[config.mk]
export PLATFORM = sky130hd
export DESIGN_NAME = sd_cmd_top
export DESIGN_NICKNAME = d
export VERILOG_FILES = /design/src/design/sd_host_pkg.sv /design/src/design/sd_cmd_pkg.sv /design/src/design/sd_clock_divider.sv /design/src/design/sd_cmd_serial.sv /design/src/design/sd_cmd_master.sv /design/src/design/sd_host_regs.sv /design/src/design/sd_cmd_top.sv
export SDC_FILE = /design/constraint.sdc
export NUM_CORES = 1
export LEC_CHECK = 0
export BUFFER_PORTS_ARGS = -buffer_cell sky130_fd_sc_hd__buf_2
export CORE_MARGIN = 2
export CORE_UTILIZATION = 25
export CTS_CLUSTER_DIAMETER = 50
export DETAILED_ROUTE_END_ITERATION = 8
export GPL_ROUTABILITY_DRIVEN = 0
export SYNTH_ARGS = -nofsm -noshare
export SYNTH_HDL_FRONTEND = slang
export SYNTH_SLANG_ARGS = --single-unit
[constraint.sdc]
create_clock -name aclk -period 7.94 [get_ports aclk]
set_clock_uncertainty 0.1 [all_clocks]
set_input_delay 0.397 -clock aclk [delete_from_list [all_inputs] [get_ports aclk]]
set_output_delay 0.397 -clock aclk [all_outputs]
set_load 0.03 [all_outputs]
[src/design/sd_host_pkg.sv]
`default_nettype none

package sd_host_pkg;

    typedef logic [6:0]  reg_addr_t;
    typedef logic [31:0] reg_data_t;
    typedef logic [7:0]  clk_div_t;
    // counted in sd clock cycles
    typedef logic [15:0] cmd_timeout_t;

    // host register map
    localparam reg_addr_t ADDR_ARGUMENT   = 7'h08;
    localparam reg_addr_t ADDR_COMMAND    = 7'h0C;
    localparam reg_addr_t ADDR_RESPONSE   = 7'h10;
    localparam reg_addr_t ADDR_PRESENT    = 7'h24;
    localparam reg_addr_t ADDR_CLK_DIV    = 7'h2C;
    localparam reg_addr_t ADDR_TIMEOUT    = 7'h2E;
    localparam reg_addr_t ADDR_INT_STATUS = 7'h30;
    localparam reg_addr_t ADDR_INT_ENABLE = 7'h34;

    // status and enable share one layout, cmd_complete in bit 0
    typedef struct packed {
        logic index_err;
        logic crc_err;
        logic timeout;
        logic cmd_complete;
    } int_status_t;

endpackage

`default_nettype wire

[src/design/sd_cmd_pkg.sv]
`default_nettype none

package sd_cmd_pkg;

    typedef logic [5:0]  cmd_index_t;
    typedef logic [31:0] cmd_arg_t;
    typedef logic [6:0]  crc7_t;
    // bit position inside a command or response frame
    typedef logic [5:0]  frame_bit_t;

    localparam frame_bit_t CMD_FRAME_BITS   = 6'd48;
    localparam frame_bit_t CMD_PAYLOAD_BITS = 6'd40;

    typedef enum logic [1:0] {
        RESP_NONE  = 2'd0,
        RESP_SHORT = 2'd1
    } resp_type_e;

    typedef struct packed {
        cmd_index_t index;
        cmd_arg_t   argument;
        resp_type_e resp_type;
        logic       check_index;
    } cmd_req_t;

    typedef struct packed {
        cmd_arg_t   response;
        cmd_index_t resp_index;
        logic       crc_ok;
        logic       got_response;
    } cmd_result_t;

    typedef enum logic [2:0] {
        CMD_IDLE,
        CMD_SEND,
        CMD_WAIT,
        CMD_DONE
    } cmd_state_e;

    // one step of x^7 + x^3 + 1, msb first
    function automatic crc7_t crc7_next(input crc7_t crc, input logic din);
        logic fb;
        fb = crc[6] ^ din;
        return {crc[5:0], 1'b0} ^ {3'b000, fb, 2'b00, fb};
    endfunction

endpackage

`default_nettype wire

[src/design/sd_clock_divider.sv]
`timescale 1ns/1ps
`default_nettype none

module sd_clock_divider #(
    parameter sd_host_pkg::clk_div_t RESET_DIV = 8'd4
) (
    input  wire                    aclk,
    input  wire                    reset_i,
    input  wire sd_host_pkg::clk_div_t clk_div_i,
    output logic                   sd_clk_o,
    output logic                   drive_en_o,
    output logic                   sample_en_o
);
    import sd_host_pkg::*;

    clk_div_t div_q;
    clk_div_t half_cnt_q;
    logic     boundary;

    // last aclk of a half period before sd_clk toggles
    assign boundary    = (half_cnt_q == div_q);
    assign drive_en_o  = boundary && sd_clk_o;
    assign sample_en_o = boundary && !sd_clk_o;

    always_ff @(posedge aclk) begin
        if (reset_i) begin
            div_q      <= RESET_DIV;
            half_cnt_q <= '0;
            sd_clk_o   <= 1'b0;
        end else if (boundary) begin
            // new divisor only at a half period edge
            div_q      <= clk_div_i;
            half_cnt_q <= '0;
            sd_clk_o   <= !sd_clk_o;
        end else begin
            half_cnt_q <= half_cnt_q + 8'd1;
        end
    end

    // counter never runs past the current divisor
    assert property (@(posedge aclk) disable iff (reset_i)
        half_cnt_q <= div_q);

endmodule

`default_nettype wire

[src/design/sd_cmd_serial.sv]
`timescale 1ns/1ps
`default_nettype none

module sd_cmd_serial (
    input  wire                         aclk,
    input  wire                         reset_i,
    input  wire sd_cmd_pkg::cmd_req_t   req_i,
    input  wire                         tx_start_i,
    input  wire                         rx_start_i,
    input  wire                         rx_abort_i,
    input  wire                         drive_en_i,
    input  wire                         sample_en_i,
    input  wire                         cmd_i,
    output logic                        cmd_o,
    output logic                        cmd_oe_o,
    output logic                        tx_done_o,
    output logic                        rx_done_o,
    output sd_cmd_pkg::cmd_result_t     result_o
);
    import sd_cmd_pkg::*;

    typedef enum logic [1:0] {
        SER_IDLE,
        SER_TX,
        SER_RX_WAIT,
        SER_RX
    } ser_state_e;

    localparam frame_bit_t LAST_BIT = CMD_FRAME_BITS - 6'd1;

    ser_state_e  state_q;
    frame_bit_t  bit_cnt_q;
    crc7_t       crc_q;
    logic [45:0] shift_q;
    logic        tx_bit;
    logic        shift_in;

    // payload, then crc, then end bit
    assign tx_bit = (bit_cnt_q < CMD_PAYLOAD_BITS) ? shift_q[45] :
                    (bit_cnt_q == LAST_BIT) ? 1'b1 : crc_q[6];
    assign shift_in  = (state_q == SER_RX) ? cmd_i : 1'b0;
    // line is released on the drive edge after the end bit
    assign tx_done_o = (state_q == SER_TX) && drive_en_i && (bit_cnt_q == CMD_FRAME_BITS);

    always_ff @(posedge aclk) begin
        if (tx_start_i && state_q == SER_IDLE) begin
            shift_q <= {2'b01, req_i.index, req_i.argument, 6'b0};
        end else if ((state_q == SER_TX && drive_en_i) || (state_q == SER_RX && sample_en_i)) begin
            shift_q <= {shift_q[44:0], shift_in};
        end
    end

    always_ff @(posedge aclk) begin
        if (reset_i) begin
            state_q   <= SER_IDLE;
            bit_cnt_q <= '0;
            crc_q     <= '0;
            cmd_o     <= 1'b1;
            cmd_oe_o  <= 1'b0;
            rx_done_o <= 1'b0;
            result_o  <= '0;
        end else begin
            rx_done_o <= 1'b0;
            case (state_q)
                SER_IDLE: begin
                    if (tx_start_i) begin
                        bit_cnt_q <= '0;
                        crc_q     <= '0;
                        result_o.got_response <= 1'b0;
                        state_q   <= SER_TX;
                    end
                end
                SER_TX: begin
                    if (drive_en_i && bit_cnt_q == CMD_FRAME_BITS) begin
                        cmd_o    <= 1'b1;
                        cmd_oe_o <= 1'b0;
                        state_q  <= rx_start_i ? SER_RX_WAIT : SER_IDLE;
                    end else if (drive_en_i) begin
                        cmd_o     <= tx_bit;
                        cmd_oe_o  <= 1'b1;
                        bit_cnt_q <= bit_cnt_q + 6'd1;
                        if (bit_cnt_q < CMD_PAYLOAD_BITS) begin
                            crc_q <= crc7_next(crc_q, tx_bit);
                        end else begin
                            crc_q <= {crc_q[5:0], 1'b0};
                        end
                    end
                end
                SER_RX_WAIT: begin
                    if (rx_abort_i) begin
                        state_q <= SER_IDLE;
                    end else if (sample_en_i && !cmd_i) begin
                        // start bit leaves a zero crc unchanged
                        bit_cnt_q <= 6'd1;
                        crc_q     <= '0;
                        state_q   <= SER_RX;
                    end
                end
                default: begin
                    if (rx_abort_i) begin
                        state_q <= SER_IDLE;
                    end else if (sample_en_i && bit_cnt_q == LAST_BIT) begin
                        result_o <= '{response:     shift_q[38:7],
                                      resp_index:   shift_q[44:39],
                                      crc_ok:       (shift_q[6:0] == crc_q),
                                      got_response: 1'b1};
                        rx_done_o <= 1'b1;
                        state_q   <= SER_IDLE;
                    end else if (sample_en_i) begin
                        bit_cnt_q <= bit_cnt_q + 6'd1;
                        if (bit_cnt_q < CMD_PAYLOAD_BITS) begin
                            crc_q <= crc7_next(crc_q, cmd_i);
                        end
                    end
                end
            endcase
        end
    end

    assert property (@(posedge aclk) disable iff (reset_i)
        !(cmd_oe_o && (state_q == SER_RX_WAIT || state_q == SER_RX)));

endmodule

`default_nettype wire

[src/design/sd_cmd_master.sv]
`timescale 1ns/1ps
`default_nettype none

module sd_cmd_master (
    input  wire                             aclk,
    input  wire                             reset_i,
    input  wire                             cmd_start_i,
    input  wire sd_cmd_pkg::resp_type_e     resp_type_i,
    input  wire                             check_index_i,
    input  wire sd_cmd_pkg::cmd_index_t     expect_index_i,
    input  wire sd_host_pkg::cmd_timeout_t  timeout_i,
    input  wire                             sample_en_i,
    input  wire                             tx_done_i,
    input  wire                             rx_done_i,
    input  wire sd_cmd_pkg::cmd_result_t    result_i,
    output logic                            tx_start_o,
    output logic                            rx_start_o,
    output logic                            rx_abort_o,
    output logic                            busy_o,
    output logic                            result_valid_o,
    output sd_host_pkg::int_status_t        result_status_o
);
    import sd_cmd_pkg::*;
    import sd_host_pkg::*;

    cmd_state_e   state_q;
    cmd_timeout_t wait_cnt_q;
    int_status_t  status_q;
    logic         expect_resp;
    logic         timed_out;

    assign expect_resp = (resp_type_i == RESP_SHORT);
    assign timed_out   = (wait_cnt_q == timeout_i);

    assign tx_start_o      = (state_q == CMD_IDLE) && cmd_start_i;
    assign rx_start_o      = (state_q == CMD_SEND) && tx_done_i && expect_resp;
    assign rx_abort_o      = (state_q == CMD_WAIT) && !rx_done_i && timed_out;
    assign busy_o          = (state_q != CMD_IDLE);
    assign result_valid_o  = (state_q == CMD_DONE);
    assign result_status_o = status_q;

    always_ff @(posedge aclk) begin
        if (reset_i) begin
            state_q    <= CMD_IDLE;
            wait_cnt_q <= '0;
            status_q   <= '0;
        end else begin
            case (state_q)
                CMD_IDLE: begin
                    if (cmd_start_i) begin
                        status_q <= '0;
                        state_q  <= CMD_SEND;
                    end
                end
                CMD_SEND: begin
                    if (tx_done_i) begin
                        wait_cnt_q <= '0;
                        if (expect_resp) begin
                            state_q <= CMD_WAIT;
                        end else begin
                            status_q.cmd_complete <= 1'b1;
                            state_q <= CMD_DONE;
                        end
                    end
                end
                CMD_WAIT: begin
                    // a response landing with the timeout still counts
                    if (rx_done_i) begin
                        status_q.cmd_complete <= result_i.got_response;
                        status_q.crc_err      <= !result_i.crc_ok;
                        status_q.index_err    <= check_index_i &&
                                                 (result_i.resp_index != expect_index_i);
                        state_q <= CMD_DONE;
                    end else if (timed_out) begin
                        status_q.timeout <= 1'b1;
                        state_q <= CMD_DONE;
                    end else if (sample_en_i) begin
                        wait_cnt_q <= wait_cnt_q + 16'd1;
                    end
                end
                default: begin
                    state_q <= CMD_IDLE;
                end
            endcase
        end
    end

    // every start request finds the FSM idle
    assert property (@(posedge aclk) disable iff (reset_i)
        cmd_start_i |-> tx_start_o);

endmodule

`default_nettype wire

[src/design/sd_host_regs.sv]
`timescale 1ns/1ps
`default_nettype none

module sd_host_regs #(
    parameter sd_host_pkg::clk_div_t     RESET_DIV     = 8'd4,
    parameter sd_host_pkg::cmd_timeout_t RESET_TIMEOUT = 16'd64
) (
    input  wire                            aclk,
    input  wire                            reset_i,
    input  wire                            reg_wr_i,
    input  wire sd_host_pkg::reg_addr_t    reg_addr_i,
    input  wire sd_host_pkg::reg_data_t    reg_wdata_i,
    input  wire                            busy_i,
    input  wire                            result_valid_i,
    input  wire sd_host_pkg::int_status_t  result_status_i,
    input  wire sd_cmd_pkg::cmd_arg_t      response_i,
    output sd_host_pkg::reg_data_t         reg_rdata_o,
    output sd_cmd_pkg::cmd_req_t           cmd_req_o,
    output logic                           cmd_start_o,
    output sd_host_pkg::clk_div_t          clk_div_o,
    output sd_host_pkg::cmd_timeout_t      timeout_o,
    output logic                           interrupt_o
);
    import sd_host_pkg::*;
    import sd_cmd_pkg::*;

    cmd_arg_t     argument_q;
    cmd_arg_t     response_q;
    cmd_index_t   index_q;
    resp_type_e   resp_type_q;
    logic         check_index_q;
    clk_div_t     clk_div_q;
    cmd_timeout_t timeout_q;
    int_status_t  status_q;
    int_status_t  enable_q;
    int_status_t  status_clr;
    int_status_t  status_set;
    logic         inhibit;
    logic         wr_cmd;

    // pending start pulse counts as busy too
    assign inhibit    = busy_i || cmd_start_o;
    assign wr_cmd     = reg_wr_i && (reg_addr_i == ADDR_COMMAND) && !inhibit;
    assign status_clr = (reg_wr_i && reg_addr_i == ADDR_INT_STATUS) ?
                        int_status_t'(reg_wdata_i[3:0]) : '0;
    assign status_set = result_valid_i ? result_status_i : '0;

    assign cmd_req_o = '{index: index_q, argument: argument_q,
                         resp_type: resp_type_q, check_index: check_index_q};
    assign clk_div_o   = clk_div_q;
    assign timeout_o   = timeout_q;
    assign interrupt_o = |(status_q & enable_q);

    always_ff @(posedge aclk) begin
        if (reg_wr_i && reg_addr_i == ADDR_ARGUMENT) begin
            argument_q <= reg_wdata_i;
        end
        if (result_valid_i) begin
            response_q <= response_i;
        end
    end

    always_ff @(posedge aclk) begin
        if (reset_i) begin
            index_q       <= '0;
            resp_type_q   <= RESP_NONE;
            check_index_q <= 1'b0;
            clk_div_q     <= RESET_DIV;
            timeout_q     <= RESET_TIMEOUT;
            status_q      <= '0;
            enable_q      <= '0;
            cmd_start_o   <= 1'b0;
        end else begin
            cmd_start_o <= wr_cmd;
            if (wr_cmd) begin
                index_q       <= reg_wdata_i[5:0];
                resp_type_q   <= resp_type_e'(reg_wdata_i[9:8]);
                check_index_q <= reg_wdata_i[12];
            end
            if (reg_wr_i) begin
                case (reg_addr_i)
                    ADDR_CLK_DIV:    clk_div_q <= reg_wdata_i[7:0];
                    ADDR_TIMEOUT:    timeout_q <= reg_wdata_i[15:0];
                    ADDR_INT_ENABLE: enable_q  <= int_status_t'(reg_wdata_i[3:0]);
                    default: ;
                endcase
            end
            // new events win over a clear in the same cycle
            status_q <= int_status_t'((status_q & ~status_clr) | status_set);
        end
    end

    always_comb begin
        case (reg_addr_i)
            ADDR_ARGUMENT:   reg_rdata_o = argument_q;
            ADDR_COMMAND:    reg_rdata_o = {19'b0, check_index_q, 2'b0, resp_type_q,
                                            2'b0, index_q};
            ADDR_RESPONSE:   reg_rdata_o = response_q;
            ADDR_PRESENT:    reg_rdata_o = {31'b0, inhibit};
            ADDR_CLK_DIV:    reg_rdata_o = {24'b0, clk_div_q};
            ADDR_TIMEOUT:    reg_rdata_o = {16'b0, timeout_q};
            ADDR_INT_STATUS: reg_rdata_o = {28'b0, status_q};
            ADDR_INT_ENABLE: reg_rdata_o = {28'b0, enable_q};
            default:         reg_rdata_o = '0;
        endcase
    end

    assert property (@(posedge aclk) disable iff (reset_i)
        cmd_start_o |-> !busy_i);

endmodule

`default_nettype wire

[src/design/sd_cmd_top.sv]
`timescale 1ns/1ps
`default_nettype none

module sd_cmd_top #(
    parameter sd_host_pkg::clk_div_t     RESET_DIV     = 8'd4,
    parameter sd_host_pkg::cmd_timeout_t RESET_TIMEOUT = 16'd64
) (
    input  wire                         aclk,
    input  wire                         reset_i,
    input  wire                         reg_wr_i,
    input  wire sd_host_pkg::reg_addr_t reg_addr_i,
    input  wire sd_host_pkg::reg_data_t reg_wdata_i,
    output sd_host_pkg::reg_data_t      reg_rdata_o,
    output logic                        sd_clk_o,
    output logic                        cmd_o,
    output logic                        cmd_oe_o,
    input  wire                         cmd_i,
    output logic                        interrupt_o
);
    import sd_host_pkg::*;
    import sd_cmd_pkg::*;

    cmd_req_t     cmd_req;
    cmd_result_t  cmd_result;
    clk_div_t     clk_div;
    cmd_timeout_t cmd_timeout;
    int_status_t  result_status;
    logic         cmd_start;
    logic         busy;
    logic         result_valid;
    logic         drive_en;
    logic         sample_en;
    logic         tx_start;
    logic         tx_done;
    logic         rx_start;
    logic         rx_done;
    logic         rx_abort;

    sd_host_regs #(
        .RESET_DIV     (RESET_DIV),
        .RESET_TIMEOUT (RESET_TIMEOUT)
    ) sd_host_regs_i (
        .aclk            (aclk),
        .reset_i         (reset_i),
        .reg_wr_i        (reg_wr_i),
        .reg_addr_i      (reg_addr_i),
        .reg_wdata_i     (reg_wdata_i),
        .busy_i          (busy),
        .result_valid_i  (result_valid),
        .result_status_i (result_status),
        .response_i      (cmd_result.response),
        .reg_rdata_o     (reg_rdata_o),
        .cmd_req_o       (cmd_req),
        .cmd_start_o     (cmd_start),
        .clk_div_o       (clk_div),
        .timeout_o       (cmd_timeout),
        .interrupt_o     (interrupt_o)
    );

    sd_clock_divider #(
        .RESET_DIV (RESET_DIV)
    ) sd_clock_divider_i (
        .aclk        (aclk),
        .reset_i     (reset_i),
        .clk_div_i   (clk_div),
        .sd_clk_o    (sd_clk_o),
        .drive_en_o  (drive_en),
        .sample_en_o (sample_en)
    );

    sd_cmd_master sd_cmd_master_i (
        .aclk            (aclk),
        .reset_i         (reset_i),
        .cmd_start_i     (cmd_start),
        .resp_type_i     (cmd_req.resp_type),
        .check_index_i   (cmd_req.check_index),
        .expect_index_i  (cmd_req.index),
        .timeout_i       (cmd_timeout),
        .sample_en_i     (sample_en),
        .tx_done_i       (tx_done),
        .rx_done_i       (rx_done),
        .result_i        (cmd_result),
        .tx_start_o      (tx_start),
        .rx_start_o      (rx_start),
        .rx_abort_o      (rx_abort),
        .busy_o          (busy),
        .result_valid_o  (result_valid),
        .result_status_o (result_status)
    );

    sd_cmd_serial sd_cmd_serial_i (
        .aclk        (aclk),
        .reset_i     (reset_i),
        .req_i       (cmd_req),
        .tx_start_i  (tx_start),
        .rx_start_i  (rx_start),
        .rx_abort_i  (rx_abort),
        .drive_en_i  (drive_en),
        .sample_en_i (sample_en),
        .cmd_i       (cmd_i),
        .cmd_o       (cmd_o),
        .cmd_oe_o    (cmd_oe_o),
        .tx_done_o   (tx_done),
        .rx_done_o   (rx_done),
        .result_o    (cmd_result)
    );

endmodule

`default_nettype wire

==> metrics.yaml <==
synth-edff-count: 102
ant_nets: 0
maximum_number_of_pins_on_one_net_before_global_route_repair: 93
max_clk_rate_mhz: 321
htree_num_levels: 1
post_dp_cell_area_um2: 11700
synthTopCellsByArea: "edfxtp_1 28%, dfxtp_1 27%, nand2_1 8.7%"
min-delay-path-class: "input port to flop"
timing.rr.end: "sd_cmd_master_i.wait_cnt_q[3]$_SDFFE_PP0P_"
grt_antenna_before_repair: 0
fp.coreArea_um2: 42800
synth_seq_area_share: 0.558
largest_area_contributor_in_the_netlist: "edfxtp_1"
initialDrtViolationCount: 676
floorplan.die.width_um: 211
worstSetupPathType: "flop to flop"
worstRegToRegCells: 7
layout.filler_cells: 4441
p_leak_uw: 0.00477
crit_fanout: 25
setup.worst_path.start_class: "flop"
first_global_vias: 8276
path_clk_slew_ns: 0.06
syn-cell-area_um2: 10800
detail_route.first_pass.iterations: 8
dp_hpwl_um: 19600
hold-path-cell-count: 1
synth_top_flop_cell: "dfxtp_1"
netlist_top_cells_count: "248 x nand2_1, 147 x dfxtp_1, 102 x edfxtp_1"
die-height_um: 211
timing.rr.start: "sd_cmd_master_i.state_q[1]$_SDFFE_PP0P_"
stdcell_count: 1782
detailroute.via_count: 8614
synth_largest_type_area_fraction: 0.285
share_of_flip_flops_with_an_asynchronous_set_or_reset: 0
max-clock-path-buffers: 3
num_rows: 76
grt_overflow_total: 0
cell_area_after_layout_um2: 13000
finalCriticalPeriod_ns: 3.11
postSynthRegisterBits: 249
clock-root-buffer: "clkbuf_16"
post_synth_inst_count: 1130
yosysMostFrequentCell: "nand2_1"
grt_setup_unrepaired: "no"
synthToLayoutAreaGrowth_pct: 21.0
design.final.nets: 1268
cts_tree: "built"
area.sequential_um2: 6010
min_period_over_period: 0.392
die_area_um2: 44700
routed_wl_um: 29300
setup_viol: 0
synth.avg_cell_area_um2: 9.52
timing.critical_path.arrival_ns: 3.48
grt_util_all_layers: 0.130
slew-limit-headroom: 0.294
dp_slack_ns: 4.91
layout_setup_ws_ns: 4.83
setup_slack_of_the_worst_register_to_register_path_ns: 4.83
worstMarginPinSlew_ns: 1.05
cts_resized: 0
clock_sink_count: 249
grt_pass1_wl_um: 46500
fin_hold_ws_ns: 0.0252
worst_setup_ep_type: "flop"
drive_gt1_frac: 0.128
insertedDiodeCount: 0
crit_start: "sd_cmd_master_i.state_q[1]$_SDFFE_PP0P_"
drc: 0
io_pins: 79
initial_utilization: 0.251
yosysWarnings: 0
cts_inserted_buffers: 30
hold-path-endpoint: "sd_host_regs_i.argument_q[4]$_DFFE_PP_"
placed_cells_incl_taps: 1699
setup_total_negative_slack_ns: 0
max_capacitance_violation_count: 0
final_hold_viol_count: 0
port_buffers: 78
syn_nets: 1186
worst_skew_pair.late_latency_ns: 0.55
vdd_drop_max_v: 0.000214
wl_per_cell_um: 16.5
power.density_cell_area_nw_per_um2: 227
final-max-slew-violation-count: 0
synth.distinct_cells: 56
crit_required_ns: 8.30
run_status: "completed"
multi_input_comb_area_um2: 4460
viasPerCell: 4.83
holdCritStartpoint: "reg_wdata_i[4]"
metal layers:
layer | vias up | GRT usage | wire (µm)
met5 | - | 0 | 0
met4 | 0 | 0.0459 | 988
met3 | 59 | 0.0171 | 1490
met2 | 280 | 0.216 | 13800
met1 | 4103 | 0.174 | 13100
li1 | 4172 | - | -
report_power, final:
| part | internal [µW] | leakage [µW] | switching [µW] |
|---|---|---|---|
| Combinational | 63.9 | 0.00222 | 112 |
| Clock | 851 | 0.000507 | 565 |
| Sequential | 1340 | 0.00205 | 19.9 |
cells in the final DEF, fill, tap and decap left out, types with 31 or more instances in the layout:
cell | synthesis | routed
clkbuf_16 | 0 | 31
xnor2_1 | 37 | 37
a21oi_1 | 97 | 97
edfxtp_1 | 102 | 102
nand2_1 | 248 | 248
buf_2 | 4 | 77
dfxtp_1 | 147 | 147
nor2_1 | 65 | 65
nand3_1 | 50 | 50
o21ai_0 | 60 | 59
critical path, cell delays in order, from the launching register on:
cell and delay [ns]:
dfxtp_1 0.42, ha_1 0.68, nor2b_1 0.30, nand2b_1 0.08, o31a_1 0.33, or2_1 0.38, or4b_1 0.55, a31oi_1 0.18
registers in the layout, indices dropped and copies added, names as in the netlist, 6 cells and up:
name                           cells
sd_host_regs_i.timeout_o          16
sd_host_regs_i.response_q         32
sd_host_regs_i.index_q             6
sd_clock_divider_i.div_q           8
sd_cmd_serial_i.result_o          40
sd_cmd_serial_i.bit_cnt_q          6
sd_cmd_serial_i.shift_q           46
sd_host_regs_i.argument_q         32
sd_host_regs_i.clk_div_o           8
sd_cmd_master_i.wait_cnt_q        16
sd_clock_divider_i.half_cnt_q      8
sd_cmd_serial_i.crc_q              7
final cells by class:
class / count / area share
timing repair buffer: 119 / 0.0590
multi-input combinational: 793 / 0.342
clock buffer: 32 / 0.0599
tap: 546 / 0.0525
sequential: 249 / 0.461
clock inverter: 24 / 0.0199
inverter: 19 / 0.00548
metrics by stage:
step	total power [µW]	utilization
after CTS	2980	0.304
after global placement	1550	0.274
after floorplan	1490	-
final	2950	0.304
after global routing	3050	0.304
after detailed placement	1550	0.274
cells by family after synthesis:
group,Yosys count,share of synthesized area
xor+xnor,50,0.0407
simple gates,467,0.196
fa+ha+maj,13,0.0151
buf+inv,88,0.0312
flops,249,0.558
mux,26,0.0248
compound gates,237,0.134
how the worst max path moves through the flow:
stage / to / slack, ns / cells after the start
finish: sd_cmd_master_i.wait_cnt_q[3]$_SDFFE_PP0P_ / 4.83 / 7
global route: sd_cmd_master_i.wait_cnt_q[3]$_SDFFE_PP0P_ / 4.65 / 8
CTS: sd_cmd_master_i.wait_cnt_q[3]$_SDFFE_PP0P_ / 4.88 / 7
detailed placement: sd_cmd_master_i.wait_cnt_q[3]$_SDFFE_PP0P_ / 4.91 / 7
global placement: sd_cmd_master_i.wait_cnt_q[3]$_SDFFE_PP0P_ / 4.99 / 7
floorplan: sd_cmd_serial_i.shift_q[10]$_DFFE_PP_ / 4.88 / 7
timing repair:
| item | CTS | global route |
|---|---|---|
| buffers inserted | 0 | 0 |
| endpoints found under the setup margin | 0 | 0 |
| hold buffers | 27 | 0 |
| hold endpoints to repair | 29 | 0 |
Note: power is estimated with default switching activity, not from simulation.
